===== src/logic/periph_config.svh =====
`ifndef PERIPH_CONFIG_SVH
`define PERIPH_CONFIG_SVH

// ==================================================
//  Sizes
// ==================================================

`define PERIPH_N_PADS    8
`define PERIPH_N_PWM     4
`define PERIPH_W_PADDR   16
`define PERIPH_W_DATA    32
`define PERIPH_W_OFFS    12 // Offset bits inside one 4 KiB slot
`define PERIPH_W_DUTY    8  // PWM counter, compare and divisor

`define PERIPH_N_SLOTS   (1 + `PERIPH_N_PWM)
`define PERIPH_SLOT_GPIO 0  // PWM channel k decodes at slot k+1

// ==================================================
//  Register offsets
// ==================================================

`define PWM_REG_CSR  12'h000 // Bit 0 is enable
`define PWM_REG_DIV  12'h004
`define PWM_REG_CMP  12'h008

`define GPIO_REG_OUT  12'h000
`define GPIO_REG_OE   12'h004
`define GPIO_REG_IN   12'h008 // Read only
`define GPIO_REG_FSEL 12'h00C

`endif


===== src/logic/periph_pkg.sv =====
`include "periph_config.svh"

package periph_pkg;

// ==================================================
//  Vector types
// ==================================================

typedef logic [`PERIPH_W_PADDR-1:0] paddr_t;
typedef logic [`PERIPH_W_DATA-1:0]  word_t;
typedef logic [`PERIPH_N_PADS-1:0]  pad_vec_t;
typedef logic [`PERIPH_N_PWM-1:0]   pwm_vec_t;
typedef logic [`PERIPH_W_DUTY-1:0]  duty_t;

// Address split into slot number and register offset
typedef logic [`PERIPH_W_OFFS-1:0]                 offs_t;
typedef logic [`PERIPH_W_PADDR-`PERIPH_W_OFFS-1:0] slot_t;

// ==================================================
//  APB3 channels
// ==================================================

// Master to slave, 51 bits
typedef struct packed {
	paddr_t paddr;
	logic   psel;
	logic   penable;
	logic   pwrite;
	word_t  pwdata;
} apb_req_t;

// Slave to master, 34 bits
typedef struct packed {
	word_t prdata;
	logic  pready;
	logic  pslverr;
} apb_rsp_t;

endpackage


===== src/logic/apb_splitter.sv =====
`timescale 1ns/1ps
`default_nettype none
`include "periph_config.svh"

module apb_splitter (
	input  logic                 clk_sys,
	input  logic                 rst_n,

	// Upstream port from the bridge
	input  periph_pkg::apb_req_t up_req,
	output periph_pkg::apb_rsp_t up_rsp,

	// One port per 4 KiB slot
	output periph_pkg::apb_req_t down_req [`PERIPH_N_SLOTS],
	input  periph_pkg::apb_rsp_t down_rsp [`PERIPH_N_SLOTS]
);

import periph_pkg::*;

slot_t                     slot;
logic [`PERIPH_N_SLOTS-1:0] down_psel;

assign slot = up_req.paddr[`PERIPH_W_PADDR-1:`PERIPH_W_OFFS];

// ==================================================
//  Request fan-out
// ==================================================

always_comb begin
	for (int i = 0; i < `PERIPH_N_SLOTS; i++) begin
		down_psel[i] = up_req.psel && (slot == slot_t'(i));

		down_req[i].paddr   = paddr_t'(up_req.paddr[`PERIPH_W_OFFS-1:0]); // Slot bits stripped
		down_req[i].psel    = down_psel[i];
		down_req[i].penable = up_req.penable && down_psel[i]; // Idle slaves see no access phase
		down_req[i].pwrite  = up_req.pwrite;
		down_req[i].pwdata  = up_req.pwdata;
	end
end

// ==================================================
//  Response merge
// ==================================================

always_comb begin
	// Unmapped slot answers here with an error and no data
	up_rsp.prdata  = '0;
	up_rsp.pready  = 1'b1;
	up_rsp.pslverr = 1'b1;
	for (int i = 0; i < `PERIPH_N_SLOTS; i++) begin
		if (slot == slot_t'(i)) begin
			up_rsp = down_rsp[i];
		end
	end
end

// ==================================================
//  Checks
// ==================================================

// Decode selects at most one slave per transfer
assert property (@(posedge clk_sys) disable iff (!rst_n)
	$onehot0(down_psel))
	else $error("apb_splitter: more than one slave selected");

endmodule

`default_nettype wire


===== src/logic/gpio_pads.sv =====
`timescale 1ns/1ps
`default_nettype none
`include "periph_config.svh"

module gpio_pads (
	input  logic                 clk_sys,
	input  logic                 rst_n,

	input  periph_pkg::apb_req_t apb_req,
	output periph_pkg::apb_rsp_t apb_rsp,

	// One output per PWM channel
	input  periph_pkg::pwm_vec_t pwm_in,

	output periph_pkg::pad_vec_t padout,
	output periph_pkg::pad_vec_t padoe,
	input  periph_pkg::pad_vec_t padin
);

import periph_pkg::*;

offs_t    offs;
logic     wr_en;

pad_vec_t out_reg;
pad_vec_t oe_reg;
pad_vec_t fsel;
pad_vec_t pwm_pad; // PWM channel seen by each pad

pad_vec_t in_meta; // First synchroniser stage
pad_vec_t in_sync;

assign offs  = apb_req.paddr[`PERIPH_W_OFFS-1:0];
assign wr_en = apb_req.psel && apb_req.penable && apb_req.pwrite;

// ==================================================
//  Registers
// ==================================================

always_ff @(posedge clk_sys or negedge rst_n) begin
	if (!rst_n) begin
		out_reg <= '0;
		oe_reg  <= '0;
		fsel    <= '0;
	end else if (wr_en) begin
		case (offs)
			`GPIO_REG_OUT:  out_reg <= apb_req.pwdata[`PERIPH_N_PADS-1:0];
			`GPIO_REG_OE:   oe_reg  <= apb_req.pwdata[`PERIPH_N_PADS-1:0];
			`GPIO_REG_FSEL: fsel    <= apb_req.pwdata[`PERIPH_N_PADS-1:0];
			default: ; // IN ignores writes
		endcase
	end
end

// Two flops before padin is visible on the bus
always_ff @(posedge clk_sys or negedge rst_n) begin
	if (!rst_n) begin
		in_meta <= '0;
		in_sync <= '0;
	end else begin
		in_meta <= padin;
		in_sync <= in_meta;
	end
end

always_comb begin
	apb_rsp.pready  = 1'b1;
	apb_rsp.pslverr = 1'b0;
	case (offs)
		`GPIO_REG_OUT:  apb_rsp.prdata = word_t'(out_reg);
		`GPIO_REG_OE:   apb_rsp.prdata = word_t'(oe_reg);
		`GPIO_REG_IN:   apb_rsp.prdata = word_t'(in_sync);
		`GPIO_REG_FSEL: apb_rsp.prdata = word_t'(fsel);
		default:        apb_rsp.prdata = '0;
	endcase
end

// ==================================================
//  Pad function select
// ==================================================

// Pad i takes channel i mod N_PWM, so channels repeat across the pads
always_comb begin
	for (int i = 0; i < `PERIPH_N_PADS; i++) begin
		pwm_pad[i] = pwm_in[i % `PERIPH_N_PWM];
	end
end

assign padout = (fsel & pwm_pad) | (~fsel & out_reg);
assign padoe  = fsel | oe_reg; // PWM pads always drive

assert property (@(posedge clk_sys) disable iff (!rst_n)
	(padoe & fsel) == fsel)
	else $error("gpio_pads: PWM pad not driving");

endmodule

`default_nettype wire


===== src/logic/periph_top.sv =====
`timescale 1ns/1ps
`default_nettype none
`include "periph_config.svh"

module periph_top (
	input  logic                 clk_sys,
	input  logic                 rst_n,

	// APB slave port from the AHB-to-APB bridge
	input  periph_pkg::apb_req_t apb_req,
	output periph_pkg::apb_rsp_t apb_rsp,

	output periph_pkg::pad_vec_t padout,
	output periph_pkg::pad_vec_t padoe,
	input  periph_pkg::pad_vec_t padin
);

import periph_pkg::*;

// ==================================================
//  Interconnect
// ==================================================

apb_req_t slot_req [`PERIPH_N_SLOTS];
apb_rsp_t slot_rsp [`PERIPH_N_SLOTS];
pwm_vec_t pwm_out;

apb_splitter u_apb_splitter (
	.clk_sys  (clk_sys),
	.rst_n    (rst_n),
	.up_req   (apb_req),
	.up_rsp   (apb_rsp),
	.down_req (slot_req),
	.down_rsp (slot_rsp)
);

// ==================================================
//  Slaves
// ==================================================

gpio_pads u_gpio_pads (
	.clk_sys (clk_sys),
	.rst_n   (rst_n),
	.apb_req (slot_req[`PERIPH_SLOT_GPIO]),
	.apb_rsp (slot_rsp[`PERIPH_SLOT_GPIO]),
	.pwm_in  (pwm_out),
	.padout  (padout),
	.padoe   (padoe),
	.padin   (padin)
);

// Channel k in slot k+1
generate
	for (genvar k = 0; k < `PERIPH_N_PWM; k++) begin : g_pwm
		pwm_channel u_pwm_channel (
			.clk_sys (clk_sys),
			.rst_n   (rst_n),
			.apb_req (slot_req[k + 1]),
			.apb_rsp (slot_rsp[k + 1]),
			.pwm_out (pwm_out[k])
		);
	end
endgenerate

endmodule

`default_nettype wire


===== src/logic/pwm_channel.sv =====
`timescale 1ns/1ps
`default_nettype none
`include "periph_config.svh"

module pwm_channel (
	input  logic                 clk_sys,
	input  logic                 rst_n,

	input  periph_pkg::apb_req_t apb_req,
	output periph_pkg::apb_rsp_t apb_rsp,

	output logic                 pwm_out
);

import periph_pkg::*;

offs_t offs;
logic  wr_en;

logic  csr_en; // CSR bit 0
duty_t div;
duty_t cmp;

duty_t div_ctr; // Prescaler, counts 0..DIV
duty_t ctr;     // Duty counter, wraps 255 -> 0

assign offs  = apb_req.paddr[`PERIPH_W_OFFS-1:0];
assign wr_en = apb_req.psel && apb_req.penable && apb_req.pwrite;

// ==================================================
//  Registers
// ==================================================

always_ff @(posedge clk_sys or negedge rst_n) begin
	if (!rst_n) begin
		csr_en <= 1'b0;
		div    <= '0;
		cmp    <= '0;
	end else if (wr_en) begin
		case (offs)
			`PWM_REG_CSR: csr_en <= apb_req.pwdata[0];
			`PWM_REG_DIV: div    <= apb_req.pwdata[`PERIPH_W_DUTY-1:0];
			`PWM_REG_CMP: cmp    <= apb_req.pwdata[`PERIPH_W_DUTY-1:0];
			default: ;
		endcase
	end
end

always_comb begin
	apb_rsp.pready  = 1'b1; // No wait states
	apb_rsp.pslverr = 1'b0;
	case (offs)
		`PWM_REG_CSR: apb_rsp.prdata = word_t'(csr_en);
		`PWM_REG_DIV: apb_rsp.prdata = word_t'(div);
		`PWM_REG_CMP: apb_rsp.prdata = word_t'(cmp);
		default:      apb_rsp.prdata = '0;
	endcase
end

// ==================================================
//  Counter
// ==================================================

// Counter steps once every DIV+1 cycles while enabled
always_ff @(posedge clk_sys or negedge rst_n) begin
	if (!rst_n) begin
		div_ctr <= '0;
		ctr     <= '0;
	end else if (!csr_en) begin
		div_ctr <= '0;
		ctr     <= '0;
	end else if (div_ctr >= div) begin // Also catches DIV lowered mid-count
		div_ctr <= '0;
		ctr     <= ctr + 1'b1;
	end else begin
		div_ctr <= div_ctr + 1'b1;
	end
end

assign pwm_out = csr_en && (ctr < cmp);

// Splitter gates penable per slot, so it never rises on a deselected channel
assert property (@(posedge clk_sys) disable iff (!rst_n)
	$rose(apb_req.penable) |-> apb_req.psel)
	else $error("pwm_channel: penable rose without psel");

endmodule

`default_nettype wire


===== config.mk =====
export PLATFORM = sky130hd
export DESIGN_NAME = periph_top
export DESIGN_NICKNAME = d
export VERILOG_FILES = /design/src/logic/periph_pkg.sv /design/src/logic/apb_splitter.sv /design/src/logic/gpio_pads.sv /design/src/logic/periph_top.sv /design/src/logic/pwm_channel.sv
export VERILOG_INCLUDE_DIRS = /design/src /design/src/logic
export SDC_FILE = /design/constraint.sdc
export NUM_CORES = 1
export LEC_CHECK = 0
export ABC_AREA = 1
export BUFFER_PORTS_ARGS = -buffer_cell sky130_fd_sc_hd__buf_2
export CORE_ASPECT_RATIO = 0.6
export CORE_UTILIZATION = 56
export CTS_CLUSTER_DIAMETER = 80
export CTS_CLUSTER_SIZE = 20
export DETAILED_ROUTE_END_ITERATION = 8
export PLACE_DENSITY = 0.87
export SYNTH_ARGS = -nofsm -noshare
export SYNTH_HDL_FRONTEND = slang
export SYNTH_SLANG_ARGS = --single-unit

===== constraint.sdc =====
create_clock -name clk_sys -period 2.15 [get_ports clk_sys]
set_input_delay 0.43 -clock clk_sys [delete_from_list [all_inputs] [get_ports clk_sys]]
set_output_delay 0.43 -clock clk_sys [all_outputs]
set_load 0.005 [all_outputs]

Yosys cells after proc, flatten, opt, wreduce, memory -nomap -nowiden --
Index checks and enable logic that the tools add are counted.
Cells by class: reduce and logical (&&, ||, !) cells 41, equal/unequal tests 11, $add $sub $neg 8, magnitude comparators 8, bitwise logic cells 5, muxes and demuxes 26
Operators by type and width (count):
- 34-bit two-way mux | 5
- 8-bit two-way mux | 16
- 8-bit one-hot mux with 3 select lines | 4
- 8-bit by 1-bit adder with 8-bit output (second input constant) | 8
- 8-bit greater-or-equal comparator | 4
- 8-bit less-than comparator | 4
- 8-bit one-hot mux with 4 select lines | 1
- 2-bit AND reduction | 15
- 12-bit by 4-bit equality test with 1-bit output (second input constant) | 2
- 1-bit logical AND | 24
- 8-bit AND | 2
- 8-bit bitwise OR | 2
- 12-bit by 3-bit equality test with 1-bit output (second input constant) | 1
- 12-bit logical NOT | 1
- 4-bit by 2-bit equality test with 1-bit output (second input constant) | 2
- 2-bit inequality test (second input constant) | 4
- 8-bit NOT | 1
- 4-bit by 1-bit equality test with 1-bit output (second input constant) | 1
- 4-bit by 3-bit equality test with 1-bit output (second input constant) | 1
- 4-bit logical NOT | 1
Word-level totals: output and inout port bits 50, logic and storage cells 124, input port bits 61, bits in registers 172

Logic depth before layout (Yosys ltp) --
Gate-level depths: netlist of run 1.
depth in word-level cells 7, mapped depth 12, depth with buffers taken out 11

Cells and area by module --
From an unflattened synthesis of run 1, not the netlist that was laid out.
Second synthesis, totals: cell total of the unflattened synthesis 2059, area, all modules 15127.0 µm²
Modules (own cells, without submodules):
- pwm_channel at g_pwm[0].u_pwm_channel ... | seq. area each 825.8 µm², area an instance 2373.5 µm², instances 3, cells each 310
- apb_splitter | seq. area each 0.0 µm², area an instance 3398.3 µm², instances 1, cells each 583
- pwm_channel at g_pwm[3].u_pwm_channel | seq. area each 825.8 µm², area an instance 2366.0 µm², instances 1, cells each 308
- gpio_pads | seq. area each 1001.0 µm², area an instance 2242.2 µm², instances 1, cells each 238

Worst setup path after synthesis of run 1 --
OpenSTA, ideal clock, no wires.
kind input to output, start point input apb_req[46] (netlist name), end point output apb_rsp[2] (netlist name), data arrival time 1473 ps, cell stages on the path 8, data required time 1720 ps, buffers on the path 1, path slack 247 ps, path through nor2_1 -> nand2_2 -> nor2_8 -> buf_4 -> o21ai_2 -> nor2_2 -> o21ai_0 -> nand2_1
RTL lines:
- start, declared | line periph_top.sv:10 | input periph_pkg::apb_req_t apb_req,
- end, declared | line periph_top.sv:11 | output periph_pkg::apb_rsp_t apb_rsp,

Worst setup path in the final report of run 1 --
start point register g_pwm[3].u_pwm_channel.cmp[6], end point output padout[3]
Between the ends: longest elaborated chain between the ends 4
RTL lines:
- start, declared | line pwm_channel.sv:22 | duty_t cmp;
- start signal, assigned | line pwm_channel.sv:43 | `PWM_REG_CMP: cmp <= apb_req.pwdata[`PERIPH_W_DUTY-1:0];
- 8-bit less-than comparator | line pwm_channel.sv:80 | assign pwm_out = csr_en && (ctr < cmp);
- 1-bit logical AND | line pwm_channel.sv:80
- 8-bit AND | line gpio_pads.sv:89 | assign padout = (fsel & pwm_pad) | (~fsel & out_reg);
- 8-bit bitwise OR | line gpio_pads.sv:89
- end, declared | line periph_top.sv:13 | output periph_pkg::pad_vec_t padout,
Every way passes these cells.

==> results.md, run 1 <==
* Status: finished with violations
* Failing checks: setup timing
* #FFs+latches synth at 172
* I/O Pins at 111
* Endpoints failing setup at 16
* RSZ-0062 raised after global routing: yes
* Netlist cell types at 36
* CTS buffer count at 17
* Final min period at roughly 2.5 ns
* Die area at 18100 um2
* Clock transition at the registers of the reported paths at 0.08 ns
* WP buf/inv at 3
* Crit-path leading delay family: simple AND/OR/NAND/NOR gates
* Critical path launch point type: flop
* Maxcap violations at 0
* Setup ws final at -0.342 ns
* Worst Clk Skew at around 0.014 ns
* Die width at 173 um
* Largest net degree at the start of global routing at 64
* Worst skew pair latency at 0.45 ns
* Layout cell share with drive strength beyond 1 at 0.253
* Ys Warns at 0
* Worst slew pin tran at around 0.60 ns
* Crit Path Class: reg -> out
* Initial antenna violation count at 0
* # rows at 37
* Initial Util at 0.573
* Max VDD drop at 634 uV
* TNS Setup at -3.59 ns
* Worst rel slew slack at 0.601
* GPL Wtd Cong at 0.996
* Port bufs at 61
* Mean post-synth cell area at 8.17 um2
* Worst Path Max Fanout at 2
* Clock Sink Count at between 150 and 200
* Endpoint type of the worst setup path: primary output
* Chip height at 105 um
* Fin. max-slew vios at 0
* Drt pass-1 iters at 8
* Setup WS pre-CTS at -0.188 ns
* DRT Wirelength at 34000 um
* Drt drc at 0
* Via count at 9831
* Synth Cell Area at 9810 um2
* Total grt overflow at 0
* Post-synth EDFFs at 0
* WL/cell at between 20 and 25 um
* Worst-path cell chain: inv_1 -> ha_1 -> nand2_1 -> inv_1 -> nand4_1 -> nand3_4 -> o21ai_2 -> buf_2
* P&R area growth vs syn at 28.8%
* CP arrival at 2.06 ns
* Fin nets at 1474
* Bufs on Longest Clock Path at 2
* Share of the synthesized area in the top cell type at 0.439
* Vias in the first global route at 8692
* Yosys top cell by area: dfrtp_1
* Vias/cell at a little over 6
* Tcrit/Tclk final at 1.16
* CTS tree: done
* Post-Synthesis Cells at roughly 1200
* Inserted Diodes at 0
* Post-synth ARST share at 1.00
* Main synth FF type: dfrtp_1
* Crit path max-delay cell type: dfrtp_1
* Routed Antenna Nets at 0
* Worst hold path class: in -> reg
* Core Area at 17100 um2
* Seq/Total Area, Yosys at 0.439
* Req. time, crit path at 1.72 ns
* Gr usage total at 0.335
* Fmax at 401 MHz
* First-pass GRT wire length at 46300 um
* CP max stage delay at 0.39 ns
* Pwr dens at 557 nW/um2
* Final hold violation count at 0
* Leakage power total at 0.00606 uW
* Synth area leaders: dfrtp_1 44%, nand2_1 11%, ha_1 8.7%, inv_1 5.0%, nand3_1 4.0%
* Post-DP HPWL at 19300 um
* Iteration-0 DRC Markers at approximately 1500
* Crit path top cell by count: inv_1
* CTS root buf: clkbuf_16
* H-tree depth at 4
logic make-up (layout without fill, tap and decap cells):
| family | Yosys count | after routing | share of synthesized area |
|---|---|---|---|
| buffers and inverters | 199 | 332 | 0.0923 |
| XOR/XNOR | 32 | 32 | 0.0286 |
| AND/OR/NAND/NOR | 529 | 530 | 0.245 |
| flip-flops | 172 | 172 | 0.439 |
| AO/OA/AOI/OAI | 199 | 199 | 0.108 |
| adder cells (fa/ha/maj) | 68 | 68 | 0.0867 |
| other | 2 | 25 | 0.000765 |
metal layers:
metal,vias to the layer above,share of wire,routed length (um),track usage
met1,4600,0.37,12400,0.451
li1,4201,-,-,-
met2,792,0.45,15200,0.515
met3,238,0.12,4210,0.0953
met5,-,0,0,0
met4,0,0.062,2100,0.128
metrics by stage:
stage	util	instances	area [um2]	power, uW	hold WS (ns)
2_1_floorplan	-	1224	9900	3520	0.134
3_3_place_gp	0.620	1511	10600	3690	0.332
3_5_place_dp	0.620	1511	10600	3710	0.335
4_1_cts	0.695	1567	11900	6980	0.0858
5_1_grt	0.738	1592	12600	7200	0.0796
6_report	0.738	1592	12600	7040	0.0857
path summary, 6_finish.rpt:
check                                                    from                           endpoint  slack [ns]  depth (start not counted)
worst max-delay path            g_pwm[3].u_pwm_channel.cmp[6]                          padout[3]       -0.34                          8
worst min-delay path                                 padin[7]             u_gpio_pads.in_meta[7]        0.09                          1
worst max register to register  g_pwm[1].u_pwm_channel.div[1]  g_pwm[1].u_pwm_channel.div_ctr[5]        0.03                          9
worst min register to register         u_gpio_pads.in_meta[7]             u_gpio_pads.in_sync[7]        0.35                          0
max in group asynchronous                               rst_n             u_gpio_pads.in_sync[0]        0.95                          3
min in group asynchronous                               rst_n  g_pwm[2].u_pwm_channel.div_ctr[4]        0.50                          2
placed cells by master, fill, tap and decap left out, types with 44 or more instances in the layout:
| cell type | n |
|---|---|
| buf_2 | 52 |
| buf_4 | 67 |
| dfrtp_1 | 169 |
| ha_1 | 53 |
| inv_1 | 113 |
| nand2_1 | 270 |
| nand3_1 | 69 |
| nand4_1 | 44 |
| nor2_1 | 76 |
| o21ai_0 | 48 |
| o21ai_1 | 54 |
report_power, final:
part / internal, uW / switching, uW / total (uW) / leakage (uW)
logic: 124 / 267 / 391 / 0.00365
clock network: 1780 / 1550 / 3330 / 0.000302
registers: 3280 / 39.7 / 3320 / 0.00211
synthesized netlist by cell type, types with 3 or more instances:
cell type and n:
o21ai_0 60, nand4_1 44, nor2_4 9, xnor2_1 7
inv_2 6, inv_1 131, xor2_1 25, nand3_1 79
nor3_4 4, nand2_2 7, o21a_1 8, a21oi_1 54
buf_2 13, o21ai_1 52, nand2_1 281, o22ai_1 21
buf_4 34, and3_1 5, ha_1 68, nor2_1 80
and2_1 3, dfrtp_1 172, nor3_1 7, nor2_2 5
clkbuf_1 11
layout make-up:
class                   count  area (um2)
clock inverters            15         198
fillers                  1077        4490
repair buffers            161        1460
clock buffers              17         425
flip-flops and latches    172        4310
inverters                 139         534
well taps                 234         293
multi-input cells         854        5420
what timing repair did:
item / in CTS / in global routing
cloned: 2 / 7
setup endpoints to repair: 16 / 24
endpoints found under the hold margin: 43 / 0
gates resized for setup: 95 / 87
buffers inserted: 21 / 18
hold buffers: 1 / 0
pin swaps: 39 / 42
No activity file was read; power rests on OpenSTA's default activity.
==> run 2, diff against run 1 <==
--- a/config.mk
+++ b/config.mk
@@ -8,12 +8,12 @@
 export LEC_CHECK = 0
 export ABC_AREA = 1
 export BUFFER_PORTS_ARGS = -buffer_cell sky130_fd_sc_hd__buf_2
-export CORE_ASPECT_RATIO = 0.6
-export CORE_UTILIZATION = 56
+export CORE_ASPECT_RATIO = 1.2
+export CORE_UTILIZATION = 60
 export CTS_CLUSTER_DIAMETER = 80
 export CTS_CLUSTER_SIZE = 20
 export DETAILED_ROUTE_END_ITERATION = 8
-export PLACE_DENSITY = 0.87
+export PLACE_DENSITY = 0.92
 export SYNTH_ARGS = -nofsm -noshare
 export SYNTH_HDL_FRONTEND = slang
 export SYNTH_SLANG_ARGS = --single-unit
==> constraint.sdc (replaced) <==
create_clock -name clk_sys -period 3.1 [get_ports clk_sys]
set_input_delay 0.62 -clock clk_sys [delete_from_list [all_inputs] [get_ports clk_sys]]
set_output_delay 0.62 -clock clk_sys [all_outputs]
set_load 0.005 [all_outputs]
==> run 2 against run 1 <==
Net effect:
- the flow now finishes without violations
- combinational power shrank 46%
- clock skew down 0.0053 ns
- total power down 35%
- critical path depth shrank 2
- clock-buffer cell count grew 2
- die area shrank 6.6%
==> results.md, run 2 (same netlist as run 1, synthesis figures left out) <==
* CTS buffer count at 17
* Vias in the first global route at between 8000 and 9000
* DRT Wirelength at ~25000 um
* Vias/cell at 5.87
* Initial Util at 0.622
* FF+latch area at 4300 um2
* Post-DP HPWL at 17700 um
* Met3 GRT Util at 0.0649
* Setup WS pre-CTS at approximately 0.28 ns
* CP arrival at 2.30 ns
* Inserted Diodes at 0
* Worst Clk Skew at 0.00885 ns
* Critical path launch point type: flop
* Chip height at 142 um
* Leakage power total at 0.00534 uW
* Drt pass-1 iters at 5
* Status: finished, final reports clean
* Routed Antenna Nets at 0
* Total grt overflow at 0
* Fill cells at 1190
* Layout cell share with drive strength beyond 1 at 0.112
* Initial antenna violation count at 0
* Max VDD drop at 353 uV
* Met1 Use GR at 0.381
* Clock transition at the registers of the reported paths at 0.07 ns
* P&R area growth vs syn at 9.61%
* # rows at 50
* Final min period at 2.92 ns
* Most common cell after layout, fill and taps aside: nand2_1
* Worst hold path class: in -> async
* Tcrit/Tclk final at 0.941
* First-pass GRT wire length at ~41000 um
* TNS Setup at 0 ns
* Grt met2 use at 0.529
* CTS root buf: clkbuf_16
* CTS Hold Buffers Added at 0
* Worst Path Max Fanout at 3
* CTS tree: done
* Clock Sink Count at approximately 170
* Largest net degree at the start of global routing at 78
* Req. time, crit path at ~2.5 ns
* Fin. max-slew vios at 0
* Endpoints failing setup at 0
* H-tree depth at 4
* Final hold violation count at 0
* Crit Path Class: reg -> out
* Iteration-0 DRC Markers at 851
* Maxcap violations at 0
* Pwr dens at between 400 and 500 nW/um2
* Die width at 119 um
* Total setup buffers inserted after CTS at 0
* Drt drc at 0
* Commonest non-fill, non-tap cells in the layout: 281 x nand2_1, 172 x dfrtp_1, 131 x inv_1, 80 x nor2_1, 79 x nand3_1
* Worst slew pin tran at between 0.7 and 0.8 ns
* Worst skew pair latency at 0.44 ns
* Critical path origin: g_pwm[1].u_pwm_channel.ctr[7]
* Die area at 16900 um2
* Fmax at approximately 340 MHz
* Footprint of the multi-input gates at between 4000 and 5000 um2
* Top Usage Layer GRT: met2
* Post-CTS Resized at 0
* Port bufs at 61
* Setup ws final at 0.184 ns
* I/O Pins at 111
* Gr usage total at 0.314
* GPL Wtd Cong at about 1
* Endpoint type of the worst setup path: primary output
* Bufs on Longest Clock Path at 2
* Core Area at 15800 um2
* Reg2reg start: g_pwm[3].u_pwm_channel.div[1]
* Via count at about 8700
* RSZ-0062 raised after global routing: no
* Worst rel slew slack at 0.521
* WL/cell at 17.1 um
* Fin nets at about 1400
==> run 2: changes by cell type in the layout (fill, tap and decap cells not counted), moves of 14 or more <==
cell	change
buf_4	-55
a21oi_1	+24
a21oi_2	-22
buf_6	-18
inv_1	+18
o22ai_1	+18
inv_2	-17
ha_1	+15
ha_4	-15
buf_12	-14
==> run 2: routing by layer <==
metal  wire length (um)  vias to the layer above  part of all wire
met4               1030                        0             0.041
met3               2430                       87             0.096
met5                  0                        -                 0
met2              12500                      443              0.49
li1                   -                     4024                 -
met1               9370                     4116              0.37
==> run 2: where the power goes <==
group	leakage [uW]	internal (uW)	switching, uW
clock	0.000273	1090	971
sequential	0.00211	2270	26.7
combinational	0.00296	55.2	155
==> run 2: cell type report <==
cell class                      count  area share
Tap cell                          208      0.0242
Sequential cell                   172       0.400
Timing Repair Buffer               74      0.0392
Inverter                          139      0.0485
Multi-Input combinational cell    853       0.436
Clock inverter                     13     0.00989
Clock buffer                       19      0.0421
==> run 2: final timing paths <==
| kind | end | slack [ns] | cells past startpoint |
|---|---|---|---|
| max | padout[5] | 0.18 | 6 |
| max in group asynchronous | g_pwm[3].u_pwm_channel.div_ctr[1] | 2.11 | 2 |
| max reg2reg | g_pwm[3].u_pwm_channel.div_ctr[4] | 0.66 | 9 |
| min in group clk_sys | u_gpio_pads.in_meta[1] | 0.28 | 1 |
| min reg2reg | u_gpio_pads.in_sync[0] | 0.35 | 0 |
| min | g_pwm[0].u_pwm_channel.ctr[6] | 0.21 | 1 |
==> run 2: critical path: stages, from the launching register on <==
cell	delay (ns)
dfrtp_1	0.42
ha_1	0.33
a21oi_1	0.22
o21a_1	0.18
nand3_1	0.19
o21ai_0	0.33
buf_2	0.17
==> run 2: stage by stage <==
step	area, um2	cells	hold WS [ns]	utilization	power, uW
6_report	10800	1478	0.212	0.682	4570
5_1_grt	10800	1478	0.272	0.682	4680
4_1_cts	10800	1478	0.249	0.682	4560
3_5_place_dp	10200	1446	0.336	0.647	2550
3_3_place_gp	10200	1446	0.332	0.647	2540
2_1_floorplan	9900	1224	0.324	-	2440
